==> src/logic/ControlPkg.sv <==
`default_nettype none

package ControlPkg;

	localparam int OpcodeWidth = 6;
	localparam int FunctWidth = 6;
	localparam int InstrWidth = 32;

	// primary opcodes, instruction bits 31:26
	localparam logic [OpcodeWidth-1:0] OpRType = 6'h00;
	localparam logic [OpcodeWidth-1:0] OpJ = 6'h02;
	localparam logic [OpcodeWidth-1:0] OpJal = 6'h03;
	localparam logic [OpcodeWidth-1:0] OpBeq = 6'h04;
	localparam logic [OpcodeWidth-1:0] OpBne = 6'h05;
	localparam logic [OpcodeWidth-1:0] OpAddi = 6'h08;
	localparam logic [OpcodeWidth-1:0] OpAddiu = 6'h09;
	localparam logic [OpcodeWidth-1:0] OpSlti = 6'h0A;
	localparam logic [OpcodeWidth-1:0] OpXori = 6'h0E;
	localparam logic [OpcodeWidth-1:0] OpLui = 6'h0F;
	localparam logic [OpcodeWidth-1:0] OpRte = 6'h10;
	localparam logic [OpcodeWidth-1:0] OpLw = 6'h23;
	localparam logic [OpcodeWidth-1:0] OpLb = 6'h24;
	localparam logic [OpcodeWidth-1:0] OpLh = 6'h25;
	localparam logic [OpcodeWidth-1:0] OpSw = 6'h2B;
	localparam logic [OpcodeWidth-1:0] OpSb = 6'h28;
	localparam logic [OpcodeWidth-1:0] OpSh = 6'h29;

	// funct field of R-type, bits 5:0
	localparam logic [FunctWidth-1:0] FnJr = 6'h08;
	localparam logic [FunctWidth-1:0] FnSlt = 6'h2A;
	localparam logic [FunctWidth-1:0] FnAddu = 6'h21;
	localparam logic [FunctWidth-1:0] FnSubu = 6'h23;

	typedef enum logic [4:0] {
		Fetch, FetchWait, FetchLatch, FetchSettle, Decode,
		RExec, RWrite, ImmExec, ImmWrite, XorExec,
		Lui, Beq, Bne, J, Jal, Jr,
		SltExec, SltWrite, SltiExec,
		LoadAddr, LoadRead, LoadWait, LoadCapture, LoadWrite,
		StoreAddr, StoreWrite,
		Trap, TrapWait, TrapJump, Rte,
		Halt
	} State_t;

	// shared by the MDR load size and the store size
	typedef enum logic [1:0] {
		Word = 2'd0,
		Half = 2'd1,
		Byte = 2'd2
	} AccessSize_t;

	typedef enum logic [1:0] {
		SrcBFour, SrcBRegB, SrcBImm, SrcBBranchOffset
	} AluSrcB_t;

	typedef enum logic [2:0] {
		AluAdd, AluSub, AluFunct, AluXor
	} AluOp_t;

	// memory address source
	typedef enum logic [1:0] {
		AddrPc, AddrAluOut, AddrOpcodeVector, AddrOverflowVector
	} AddrSel_t;

	// register file write data source
	typedef enum logic [2:0] {
		WbAluOut, WbMdr, WbUpperImm, WbZero, WbOne, WbReturnAddr
	} MemToReg_t;

	typedef enum logic [1:0] {
		DstRt, DstRd, DstRa
	} RegDst_t;

	typedef enum logic [2:0] {
		PcAluResult, PcAluOut, PcJumpTarget, PcTrapVector, PcEpc
	} PcSel_t;

endpackage

`default_nettype wire

==> src/logic/InstrDecoder.sv <==
`timescale 1ns/100ps
`default_nettype none

module InstrDecoder import ControlPkg::*; (
	input wire logic [InstrWidth-1:0] Instruction,
	input wire logic [OpcodeWidth-1:0] Op,
	input wire logic [FunctWidth-1:0] Funct,
	input wire logic OFlag,
	output State_t ExecState,
	output AccessSize_t AccessSize,
	output logic OverflowTrap
);

	logic overflowExempt;

	// first execute state after Decode
	always_comb begin
		ExecState = Trap; // unknown opcode
		if (Instruction == '0) begin
			ExecState = Fetch; // nop
		end else begin
			case (Op)
				OpRType: begin
					case (Funct)
						FnJr: ExecState = Jr;
						FnSlt: ExecState = SltExec;
						default: ExecState = RExec;
					endcase
				end
				OpJ: ExecState = J;
				OpJal: ExecState = Jal;
				OpBeq: ExecState = Beq;
				OpBne: ExecState = Bne;
				OpAddi: ExecState = ImmExec;
				OpAddiu: ExecState = ImmExec; // same path, differs only on overflow
				OpSlti: ExecState = SltiExec;
				OpXori: ExecState = XorExec;
				OpLui: ExecState = Lui;
				OpRte: ExecState = Rte;
				OpLw: ExecState = LoadAddr;
				OpLh: ExecState = LoadAddr;
				OpLb: ExecState = LoadAddr;
				OpSw: ExecState = StoreAddr;
				OpSh: ExecState = StoreAddr;
				OpSb: ExecState = StoreAddr;
				default: ExecState = Trap;
			endcase
		end
	end

	always_comb begin
		case (Op)
			OpLh: AccessSize = Half;
			OpSh: AccessSize = Half;
			OpLb: AccessSize = Byte;
			OpSb: AccessSize = Byte;
			default: AccessSize = Word; // lw, sw and don't care
		endcase
	end

	// unsigned arithmetic never traps
	assign overflowExempt = (Op == OpRType && (Funct == FnAddu || Funct == FnSubu))
		|| Op == OpAddiu;

	assign OverflowTrap = OFlag && !overflowExempt;

endmodule

`default_nettype wire

==> src/logic/StateSequencer.sv <==
`timescale 1ns/100ps
`default_nettype none

module StateSequencer import ControlPkg::*; #(
	parameter int MemWaitCycles = 1 // must be at least 1
) (
	input wire logic Clk,
	input wire logic Reset,
	input wire logic Break,
	input wire State_t ExecState,
	input wire AccessSize_t AccessSize,
	input wire logic OverflowTrap,
	output State_t State,
	output AccessSize_t LoadSize,
	output logic TrapIsOverflow
);

	localparam int CountWidth = (MemWaitCycles > 1) ? $clog2(MemWaitCycles) : 1;
	localparam logic [CountWidth-1:0] LastWait = CountWidth'(MemWaitCycles - 1);

	State_t nextState;
	logic [CountWidth-1:0] waitCount;
	logic inWait;
	logic waitDone;

	// one counter serves every memory wait
	assign inWait = State inside {FetchWait, LoadWait, TrapWait};
	assign waitDone = (waitCount == LastWait);

	always_comb begin
		case (State)
			Fetch: nextState = OverflowTrap ? Trap : FetchWait; // overflow of previous instr
			FetchWait: nextState = waitDone ? FetchLatch : FetchWait;
			FetchLatch: nextState = FetchSettle;
			FetchSettle: nextState = Decode;
			Decode: nextState = ExecState;
			RExec: nextState = RWrite;
			ImmExec: nextState = ImmWrite;
			XorExec: nextState = ImmWrite;
			SltExec: nextState = SltWrite;
			SltiExec: nextState = SltWrite;
			LoadAddr: nextState = LoadRead;
			LoadRead: nextState = LoadWait;
			LoadWait: nextState = waitDone ? LoadCapture : LoadWait;
			LoadCapture: nextState = LoadWrite;
			StoreAddr: nextState = StoreWrite;
			Trap: nextState = TrapWait;
			TrapWait: nextState = waitDone ? TrapJump : TrapWait;
			Halt: nextState = Halt; // only reset leaves
			default: nextState = Fetch; // single-cycle execute and write-back states
		endcase
		if (Break) begin
			nextState = Halt;
		end
	end

	always_ff @(posedge Clk or posedge Reset) begin
		if (Reset) begin
			State <= Fetch;
		end else begin
			State <= nextState;
		end
	end

	always_ff @(posedge Clk or posedge Reset) begin
		if (Reset) begin
			waitCount <= '0;
		end else if (inWait && !waitDone) begin
			waitCount <= waitCount + 1'b1;
		end else begin
			waitCount <= '0;
		end
	end

	always_ff @(posedge Clk or posedge Reset) begin
		if (Reset) begin
			LoadSize <= Word;
			TrapIsOverflow <= 1'b0;
		end else begin
			if (State == Decode) begin
				LoadSize <= AccessSize; // held through the load or store
			end
			if (nextState == Trap) begin
				TrapIsOverflow <= (State == Fetch); // Decode entry is a bad opcode
			end
		end
	end

endmodule

`default_nettype wire

==> src/logic/ControlDecoder.sv <==
`timescale 1ns/100ps
`default_nettype none

module ControlDecoder import ControlPkg::*; (
	input wire State_t State,
	input wire AccessSize_t LoadSize,
	input wire logic TrapIsOverflow,
	input wire logic ZeroFlag,
	input wire logic LessFlag,
	output logic PCWrite,
	output PcSel_t PcSel,
	output AddrSel_t IorD,
	output logic MemWrite,
	output AccessSize_t StoreSize,
	output logic MdrLoad,
	output AccessSize_t MdrInSize,
	output logic IRWrite,
	output logic RegWrite,
	output RegDst_t RegDst,
	output MemToReg_t MemToReg,
	output logic AluSrcA,
	output AluSrcB_t AluSrcB,
	output AluOp_t AluOp,
	output logic ALUOutLoad,
	output logic AWrite,
	output logic BWrite,
	output logic EpcWrite
);

	always_comb begin
		PCWrite = 1'b0;
		PcSel = PcAluResult;
		IorD = AddrPc;
		MemWrite = 1'b0;
		StoreSize = Word;
		MdrLoad = 1'b0;
		MdrInSize = Word;
		IRWrite = 1'b0;
		RegWrite = 1'b0;
		RegDst = DstRt;
		MemToReg = WbAluOut;
		AluSrcA = 1'b0; // 0 is pc, 1 is register A
		AluSrcB = SrcBFour;
		AluOp = AluAdd;
		ALUOutLoad = 1'b0;
		AWrite = 1'b0;
		BWrite = 1'b0;
		EpcWrite = 1'b0;

		case (State)
			Fetch: begin
				ALUOutLoad = 1'b1; // pc + 4 into ALUOut
			end
			FetchLatch: begin
				IRWrite = 1'b1;
				PCWrite = 1'b1; // pc + 4 straight from the alu
			end
			Decode: begin
				AWrite = 1'b1;
				BWrite = 1'b1;
				AluSrcB = SrcBBranchOffset; // branch target ahead of time
				ALUOutLoad = 1'b1;
			end
			RExec: begin
				AluSrcA = 1'b1;
				AluSrcB = SrcBRegB;
				AluOp = AluFunct;
				ALUOutLoad = 1'b1;
			end
			RWrite: begin
				RegWrite = 1'b1;
				RegDst = DstRd;
			end
			ImmExec, LoadAddr, StoreAddr: begin
				AluSrcA = 1'b1;
				AluSrcB = SrcBImm;
				ALUOutLoad = 1'b1; // sum or effective address
				if (State == LoadAddr) begin
					MdrInSize = LoadSize;
				end
			end
			XorExec: begin
				AluSrcA = 1'b1;
				AluSrcB = SrcBImm;
				AluOp = AluXor;
				ALUOutLoad = 1'b1;
			end
			ImmWrite: begin
				RegWrite = 1'b1; // rt, from ALUOut
			end
			Lui: begin
				RegWrite = 1'b1;
				MemToReg = WbUpperImm;
			end
			Beq, Bne: begin
				AluSrcA = 1'b1;
				AluSrcB = SrcBRegB;
				AluOp = AluSub;
				PcSel = PcAluOut; // target computed in Decode
				PCWrite = (State == Beq) ? ZeroFlag : !ZeroFlag;
			end
			J: begin
				PCWrite = 1'b1;
				PcSel = PcJumpTarget;
			end
			Jal: begin
				PCWrite = 1'b1;
				PcSel = PcJumpTarget;
				RegWrite = 1'b1;
				RegDst = DstRa;
				MemToReg = WbReturnAddr;
			end
			Jr: begin
				AluSrcA = 1'b1;
				AluOp = AluFunct; // alu passes rs for the jr funct
				PCWrite = 1'b1;
			end
			SltExec, SltiExec: begin
				AluSrcA = 1'b1;
				AluSrcB = (State == SltExec) ? SrcBRegB : SrcBImm;
				AluOp = AluSub;
				ALUOutLoad = 1'b1;
			end
			SltWrite: begin
				RegWrite = 1'b1;
				RegDst = DstRd;
				MemToReg = LessFlag ? WbOne : WbZero;
			end
			LoadRead, LoadWait: begin
				IorD = AddrAluOut; // hold address during memory latency
			end
			LoadCapture: begin
				IorD = AddrAluOut;
				MdrLoad = 1'b1;
			end
			LoadWrite: begin
				RegWrite = 1'b1;
				MemToReg = WbMdr;
			end
			StoreWrite: begin
				IorD = AddrAluOut;
				MemWrite = 1'b1;
				StoreSize = LoadSize;
			end
			Trap: begin
				EpcWrite = 1'b1;
				IorD = TrapIsOverflow ? AddrOverflowVector : AddrOpcodeVector;
			end
			TrapWait: begin
				IorD = TrapIsOverflow ? AddrOverflowVector : AddrOpcodeVector;
			end
			TrapJump: begin
				PCWrite = 1'b1;
				PcSel = PcTrapVector; // handler address read from the vector
			end
			Rte: begin
				PCWrite = 1'b1;
				PcSel = PcEpc;
			end
			default: begin
			end
		endcase
	end

endmodule

`default_nettype wire

==> src/logic/ControlUnit.sv <==
`timescale 1ns/100ps
`default_nettype none

module ControlUnit import ControlPkg::*; #(
	parameter int MemWaitCycles = 1
) (
	input wire logic Clk,
	input wire logic Reset,
	input wire logic Break,
	input wire logic [InstrWidth-1:0] Instruction,
	input wire logic OFlag,
	input wire logic ZeroFlag,
	input wire logic LessFlag,
	output logic PCWrite,
	output PcSel_t PcSel,
	output AddrSel_t IorD,
	output logic MemWrite,
	output AccessSize_t StoreSize,
	output logic MdrLoad,
	output AccessSize_t MdrInSize,
	output logic IRWrite,
	output logic RegWrite,
	output RegDst_t RegDst,
	output MemToReg_t MemToReg,
	output logic AluSrcA,
	output AluSrcB_t AluSrcB,
	output AluOp_t AluOp,
	output logic ALUOutLoad,
	output logic AWrite,
	output logic BWrite,
	output logic EpcWrite
);

	logic [OpcodeWidth-1:0] op;
	logic [FunctWidth-1:0] funct;
	State_t execState;
	AccessSize_t accessSize;
	logic overflowTrap;
	State_t state;
	AccessSize_t loadSize;
	logic trapIsOverflow;

	assign op = Instruction[31:26];
	assign funct = Instruction[5:0];

	InstrDecoder instrDecoder (
		.Instruction(Instruction),
		.Op(op),
		.Funct(funct),
		.OFlag(OFlag),
		.ExecState(execState),
		.AccessSize(accessSize),
		.OverflowTrap(overflowTrap)
	);

	StateSequencer #(
		.MemWaitCycles(MemWaitCycles)
	) stateSequencer (
		.Clk(Clk),
		.Reset(Reset),
		.Break(Break),
		.ExecState(execState),
		.AccessSize(accessSize),
		.OverflowTrap(overflowTrap),
		.State(state),
		.LoadSize(loadSize),
		.TrapIsOverflow(trapIsOverflow)
	);

	ControlDecoder controlDecoder (
		.State(state),
		.LoadSize(loadSize),
		.TrapIsOverflow(trapIsOverflow),
		.ZeroFlag(ZeroFlag),
		.LessFlag(LessFlag),
		.PCWrite(PCWrite),
		.PcSel(PcSel),
		.IorD(IorD),
		.MemWrite(MemWrite),
		.StoreSize(StoreSize),
		.MdrLoad(MdrLoad),
		.MdrInSize(MdrInSize),
		.IRWrite(IRWrite),
		.RegWrite(RegWrite),
		.RegDst(RegDst),
		.MemToReg(MemToReg),
		.AluSrcA(AluSrcA),
		.AluSrcB(AluSrcB),
		.AluOp(AluOp),
		.ALUOutLoad(ALUOutLoad),
		.AWrite(AWrite),
		.BWrite(BWrite),
		.EpcWrite(EpcWrite)
	);

endmodule

`default_nettype wire

==> config.mk <==
export PLATFORM = sky130hd
export DESIGN_NAME = ControlUnit
export DESIGN_NICKNAME = d
export VERILOG_FILES = /design/src/logic/ControlPkg.sv /design/src/logic/InstrDecoder.sv /design/src/logic/StateSequencer.sv /design/src/logic/ControlDecoder.sv /design/src/logic/ControlUnit.sv
export SDC_FILE = /design/constraint.sdc
export NUM_CORES = 1
export LEC_CHECK = 0
export ABC_AREA = 1
export BUFFER_PORTS_ARGS = -buffer_cell sky130_fd_sc_hd__buf_4
export CORE_MARGIN = 8
export CORE_UTILIZATION = 30
export CTS_BUF_LIST = sky130_fd_sc_hd__clkbuf_4 sky130_fd_sc_hd__clkbuf_8
export DETAILED_ROUTE_END_ITERATION = 8
export PLACE_DENSITY = 0.58
export RECOVER_POWER = 25
export SKIP_LAST_GASP = 1
export SYNTH_ARGS = -nofsm -noshare
export SYNTH_HDL_FRONTEND = slang
export SYNTH_SLANG_ARGS = --single-unit
==> constraint.sdc <==
create_clock -name Clk -period 1.8 [get_ports Clk]
set_input_delay 0.09 -clock Clk [delete_from_list [all_inputs] [get_ports Clk]]
set_output_delay 0.09 -clock Clk [all_outputs]
set_load 0.03 [all_outputs]
==> results.toml, run 1 <==
[setup_path]
startpoint_type = "flip-flop"
crit_top_cell = "buf_4"
cp_top_family = "flip-flops"
crit_chain = "nor2_4 -> buf_4 -> buf_4 -> a31oi_4 -> nand3_2 -> nor2_1 -> nand2_1 -> buf_4"
crit_buf_inv = 3
cp_max_fo = 7
cp-end-kind = "primary output"
critical_path.max_stage_delay_ns = 0.47
cp_data_arrival_time_ns = 1.72
crit_slowest_cell = "dfrtp_2"
cp.required_ns = 1.71
crit_type = "flip-flop to primary output"

[power]
ir_worst_vdd_mv = 0.451
finalPower_uw = 3180
combinationalPowerShare = 0.782
p_leak_uw = 0.00140
sw_frac_of_total = 0.552
powerDensity_nw_per_um2 = 1310
p_sw_uw = 1760
p_clk_frac = 0.080
p_int_uw = 1420
power_frac_seq = 0.138

[routing]
wl_per_cell_um = 12.2
dr.pass1.iters = 4
first_iter_violations = 53
drc = 0
via_per_inst = 4.72
ant_nets = 0
wirelength_um = 5600
num_vias = 2163

[sta]
slew_viol_final = 0
timing.final.ws_setup_ns = -0.0119
setup_viol = 1
hold_violations = 0
fin_worst_skew_ns = 0.00276
fmax_mhz = 552
min_period_ns = 1.81
period_share = 1.01
whs_ns = 0.0554
rsz0062_at_grt = "true"
setup-tns-final_ns = -0.0119

[placement]
dp_cells = 447
dp_slack_ns = -0.00852
port_buffers = 65
dp_hpwl_um = 4670
place.gp.congestion = 0.935

[clock_tree]
tritoncts.num_buffers = 3
clk_pin_slew_ns = 0.05
ctsHtreeMaxLevel = 1
insertion_delay_ns = 0.23
clock_sinks = 9
cts_tree = "done"
cts_root_buf = "clkbuf_8"
cts.path.max_buffers = 2

[global_route]
first_global_vias = 2140
grt_max_degree = 10
antenna_found_initial = 0
grt.overflow.total = 0
track_usage = 0.142
grt_pass1_wl_um = 8980

[synthesis]
yosysSeqAreaShare = 0.150
ys_warn_count = 0
netlist_area_um2 = 1500
synth_top_area_share = 0.227
postSynthAreaPerCell_um2 = 4.96
ys_seq_elements = 9
synth.largest_area_cell = "nand2_1"
syn-instance-count = 303
synth_cell_types = 25
synthTopCellsByArea = "nand2_1 (23%), nor2_1 (17%), dfrtp_1 (15%), nand3_1 (14%), inv_1 (11%)"

[floorplanning]
die_x_um = 86.8
start_util = 0.314
chipHeight_um = 86.8
io_pins = 67
core_area_um2 = 4790
rows = 25
dieArea_um2 = 7530

[finish]
drive_gt1_frac = 0.355
register_area_um2 = 231
multiInputGateArea_um2 = 1210
nFillCells = 562
fin_cells = 458
syn2layout_area_growth_pct = 61.8
nets = 430
num_antenna_cells = 0

[hold_path]
hp-class = "input pin to flip-flop"

[run]
maxCapViolCount = 0

[status]
violations = "negative setup slack"
outcome = "finished, violations left"
-- sequential cells by signal, indices dropped and copies added, names as in the netlist --
name	cells
stateSequencer.waitCount	1
stateSequencer.LoadSize	2
stateSequencer.TrapIsOverflow	1
stateSequencer.State	5
-- area by class of cell --
cell class | count | area share
multi-input combinational | 242 | 0.498
sequential | 9 | 0.0952
tap | 67 | 0.0345
clock buffer | 4 | 0.0201
timing repair buffer | 89 | 0.277
inverter | 47 | 0.0746
-- worst paths after layout --
check | depth (start not counted) | slack (ns) | endpoint | start
min in group asynchronous | 3 | 0.37 | stateSequencer.waitCount | Reset
worst min-delay path | 3 | 0.06 | stateSequencer.State[2] | Break
worst max register to register | 13 | 0.08 | stateSequencer.TrapIsOverflow | stateSequencer.State[3]
worst max-delay path | 8 | -0.01 | AluSrcA | stateSequencer.State[3]
max in group asynchronous | 3 | 1.16 | stateSequencer.State[4] | Reset
worst min register to register | 2 | 0.50 | stateSequencer.TrapIsOverflow | stateSequencer.TrapIsOverflow
-- worst reg2reg max path, stage by stage (launching register included) --
cell	delay, ns
dfrtp_2	0.48
nor2_4	0.27
buf_4	0.17
nand3_2	0.08
nand3_1	0.10
nor2_1	0.05
nand2_1	0.08
inv_1	0.04
nand3_1	0.09
nand2_1	0.05
inv_1	0.06
nand2_1	0.05
nand2_1	0.05
nand2_1	0.04
-- cells in the final DEF, fill, tap and decap left out, drive strengths merged, types with 2 or more instances in the layout --
cell | synthesis | final
nand4 | 2 | 2
nor2 | 76 | 76
conb | 1 | 2
nand3 | 43 | 43
o22ai | 2 | 2
a21oi | 3 | 3
nor3 | 4 | 4
o31ai | 2 | 2
buf | 6 | 87
o2111ai | 2 | 2
inv | 47 | 47
o21ai | 7 | 7
nand3b | 4 | 4
dfrtp | 9 | 9
nand2 | 92 | 92
clkbuf | 0 | 5
-- synth_stat cells (all sizes together) --
master    n
nor3      4
xnor2     1
nand4     2
o21ai     7
inv      47
o22ai     2
nand3b    4
a31oi     1
conb      1
nor2     76
nand3    43
o31ai     2
a21oi     3
buf       6
o2111ai   2
o211ai    1
nand2    92
dfrtp     9
-- layer usage --
| layer | track usage | up-vias | share of wire |
|---|---|---|---|
| li1 | - | 1120 | - |
| met3 | 0.0265 | 12 | 0.041 |
| met2 | 0.285 | 68 | 0.54 |
| met4 | 0.0360 | 0 | 0.023 |
| met1 | 0.144 | 963 | 0.40 |
| met5 | 0 | - | 0 |
-- through the flow --
stage	util	instance area (µm²)
5_1_grt	0.508	2430
3_3_place_gp	0.455	2180
4_1_cts	0.475	2270
6_report	0.508	2430
3_5_place_dp	0.455	2180
2_1_floorplan	-	1520
-- power groups by stage --
stage               Combinational [µW]  Clock (µW)  Sequential [µW]
floorplan                         1380           0              340
finish                            2490         255              439
CTS                               2220         258              390
detailed placement                2170           0              371
global placement                  2180           0              366
global route                      2710         272              454
-- cells by family after synthesis --
| logic type | count (synthesis) | share of synthesized area |
|---|---|---|
| flip-flops | 9 | 0.150 |
| buffers and inverters | 53 | 0.144 |
| XOR/XNOR | 1 | 0.00583 |
| AND/OR/NAND/NOR | 221 | 0.625 |
| AO/OA/AOI/OAI | 18 | 0.0724 |
| other | 1 | 0.00250 |
-- repair_timing --
action                     4_1_cts  5_1_grt
pin swaps                        1        9
hold endpoints to repair         9        0
setup buffers                    1        5
cloned                           0        0
setup endpoints to repair        8       11
hold buffers                     1        0
resized for setup               11       37
(Power assumes the default switching activity.)
==> run 2, diff against run 1 <==
--- a/config.mk
+++ b/config.mk
@@ -7,11 +7,13 @@
 export LEC_CHECK = 0
 export ABC_AREA = 1
 export BUFFER_PORTS_ARGS = -buffer_cell sky130_fd_sc_hd__buf_4
+export CELL_PAD_IN_SITES_DETAIL_PLACEMENT = 1
+export CELL_PAD_IN_SITES_GLOBAL_PLACEMENT = 1
 export CORE_MARGIN = 8
 export CORE_UTILIZATION = 30
 export CTS_BUF_LIST = sky130_fd_sc_hd__clkbuf_4 sky130_fd_sc_hd__clkbuf_8
 export DETAILED_ROUTE_END_ITERATION = 8
-export PLACE_DENSITY = 0.58
+export PLACE_DENSITY = 0.85
 export RECOVER_POWER = 25
 export SKIP_LAST_GASP = 1
 export SYNTH_ARGS = -nofsm -noshare
==> results.toml, run 2 (synthesis results as in run 1) <==
[sta]
whs_ns = 0.0884
hold_violations = 0
fin_worst_skew_ns = 0.00248
slew_viol_final = 0
setup-tns-final_ns = -0.330
setup_viol = 6
timing.final.ws_setup_ns = -0.0832
period_share = 1.05
min_period_ns = 1.88
rsz0062_at_grt = "true"
fmax_mhz = 531

[finish]
syn2layout_area_growth_pct = 64.9
drive_gt1_frac = 0.379
layout_commonest_cell = "buf_4"
final_area_um2 = 2480
num_antenna_cells = 0
nets = 435
layout_common_cells = "buf_4 (89), nand2_1 (86), nor2_1 (60)"
nFillCells = 711
regMostFlops = "stateSequencer.State"
largest_reg_flops = 5
top_regs = "stateSequencer.State (5), stateSequencer.LoadSize (2)"

[clock_tree]
cts_root_buf = "clkbuf_8"
cts_tree = "done"
cts.path.max_buffers = 2
ctsHtreeMaxLevel = 1
insertion_delay_ns = 0.24
clock_sinks = 9
tritoncts.num_buffers = 3
clk_pin_slew_ns = 0.05

[setup_path]
crit_chain = "buf_6 -> nor2_4 -> nand3_1 -> nand3_1 -> nor2_1 -> nand2_1 -> inv_1 -> nand3_1 -> nand2_1 -> inv_1 -> nand2_1 -> nand2_1 -> nand2_1"
cp_data_arrival_time_ns = 2.01
critical_path.max_stage_delay_ns = 0.45
cp-end-kind = "flip-flop"
r2r_start = "stateSequencer.State[3]"
rrSetupSlack_ns = -0.08
crit_slowest_cell = "dfrtp_2"
cp-startpoint = "stateSequencer.State[3]"
crit_type = "flip-flop to flip-flop"
reg2reg_depth = 13
cp_max_fo = 7
r2r_end = "stateSequencer.TrapIsOverflow"
cp.required_ns = 1.92
endpoint = "stateSequencer.TrapIsOverflow"
crit_top_cell = "nand2_1"
startpoint_type = "flip-flop"

[placement]
place.gp.congestion = 0.882
dp_hpwl_um = 5340
placed_cell_area_um2 = 2180
port_buffers = 65

[floorplanning]
core_area_um2 = 4790
die_x_um = 86.8
chipHeight_um = 86.8
start_util = 0.314
dieArea_um2 = 7530
io_pins = 67
rows = 25

[power]
ir_worst_vdd_mv = 0.436
powerDensity_nw_per_um2 = 1350
p_leak_uw = 0.00142

[routing]
wirelength_um = 7030
wl_per_cell_um = 15.2
num_vias = 2301
drc = 0
dr.pass1.iters = 4
via_per_inst = 4.97
first_iter_violations = 66
ant_nets = 0

[global_route]
grt_max_degree = 12
grt.overflow.total = 0
track_usage = 0.170
grt_pass1_wl_um = 10600
first_global_vias = 2365
antenna_found_initial = 0

[status]
violations = "negative setup slack"
outcome = "finished, violations left"

[hold_path]
hp-class = "input pin to flip-flop"

[run]
maxCapViolCount = 0
-- run 2: worst min-delay path by stage --
stage	from	slack, ns	end	cells after the start
3_5_place_dp	Reset	0.07	stateSequencer.LoadSize[0]	2
5_1_grt	Break	0.09	stateSequencer.State[2]	3
6_report	Break	0.09	stateSequencer.State[2]	3
4_1_cts	Break	0.09	stateSequencer.State[2]	3
2_1_floorplan	Reset	-0.08	stateSequencer.LoadSize[0]	1
3_3_place_gp	Reset	0.07	stateSequencer.LoadSize[0]	2
-- run 2: per-stage QoR --
step / total power [µW] / instances / setup slack [ns] / utilization
finish: 3350 / 463 / -0.0832 / 0.518
global route: 3580 / 463 / -0.185 / 0.518
CTS: 2880 / 452 / -0.00658 / 0.475
detailed placement: 2530 / 447 / -0.0859 / 0.455
global placement: 2470 / 447 / -0.0291 / 0.455
floorplan: 1720 / 304 / 0.0208 / -
-- run 2: layer usage --
layer	vias to the layer above	GRT usage	wire length, µm	share of wire
met5	-	0	0	0
met4	0	0.0344	204	0.029
met3	22	0.0340	285	0.041
met2	64	0.342	3900	0.55
met1	1082	0.174	2640	0.38
li1	1133	-	-	-
-- run 2: where the power goes --
| part | total [µW] | switching [µW] | leakage (µW) | internal (µW) |
|---|---|---|---|---|
| Sequential | 421 | 132 | 0.000100 | 289 |
| Combinational | 2670 | 1670 | 0.00130 | 995 |
| Clock | 256 | 86.4 | 0.0000262 | 170 |
-- run 2: timing repair --
action	CTS	global route
endpoints found under the setup margin	9	16
pin swaps	0	10
cloned	0	0
endpoints found under the hold margin	9	0
buffers inserted	0	12
resized for setup	16	36
hold buffers	1	0
-- run 2: layout make-up --
cell class,count,area (µm²),share of cell area
well taps,67,83.8,0.0338
multi-input cells,242,1210,0.489
flip-flops and latches,9,231,0.0934
inverters,47,179,0.0722
repair buffers,94,723,0.292
clock buffers,4,48.8,0.0197
-- run 2: worst max-delay path, delay by kind of cell, from the launching register on --
family,cells,cell delay (ns)
flip-flops,1,0.45
buffers and inverters,3,0.25
AND/OR/NAND/NOR,10,1.06
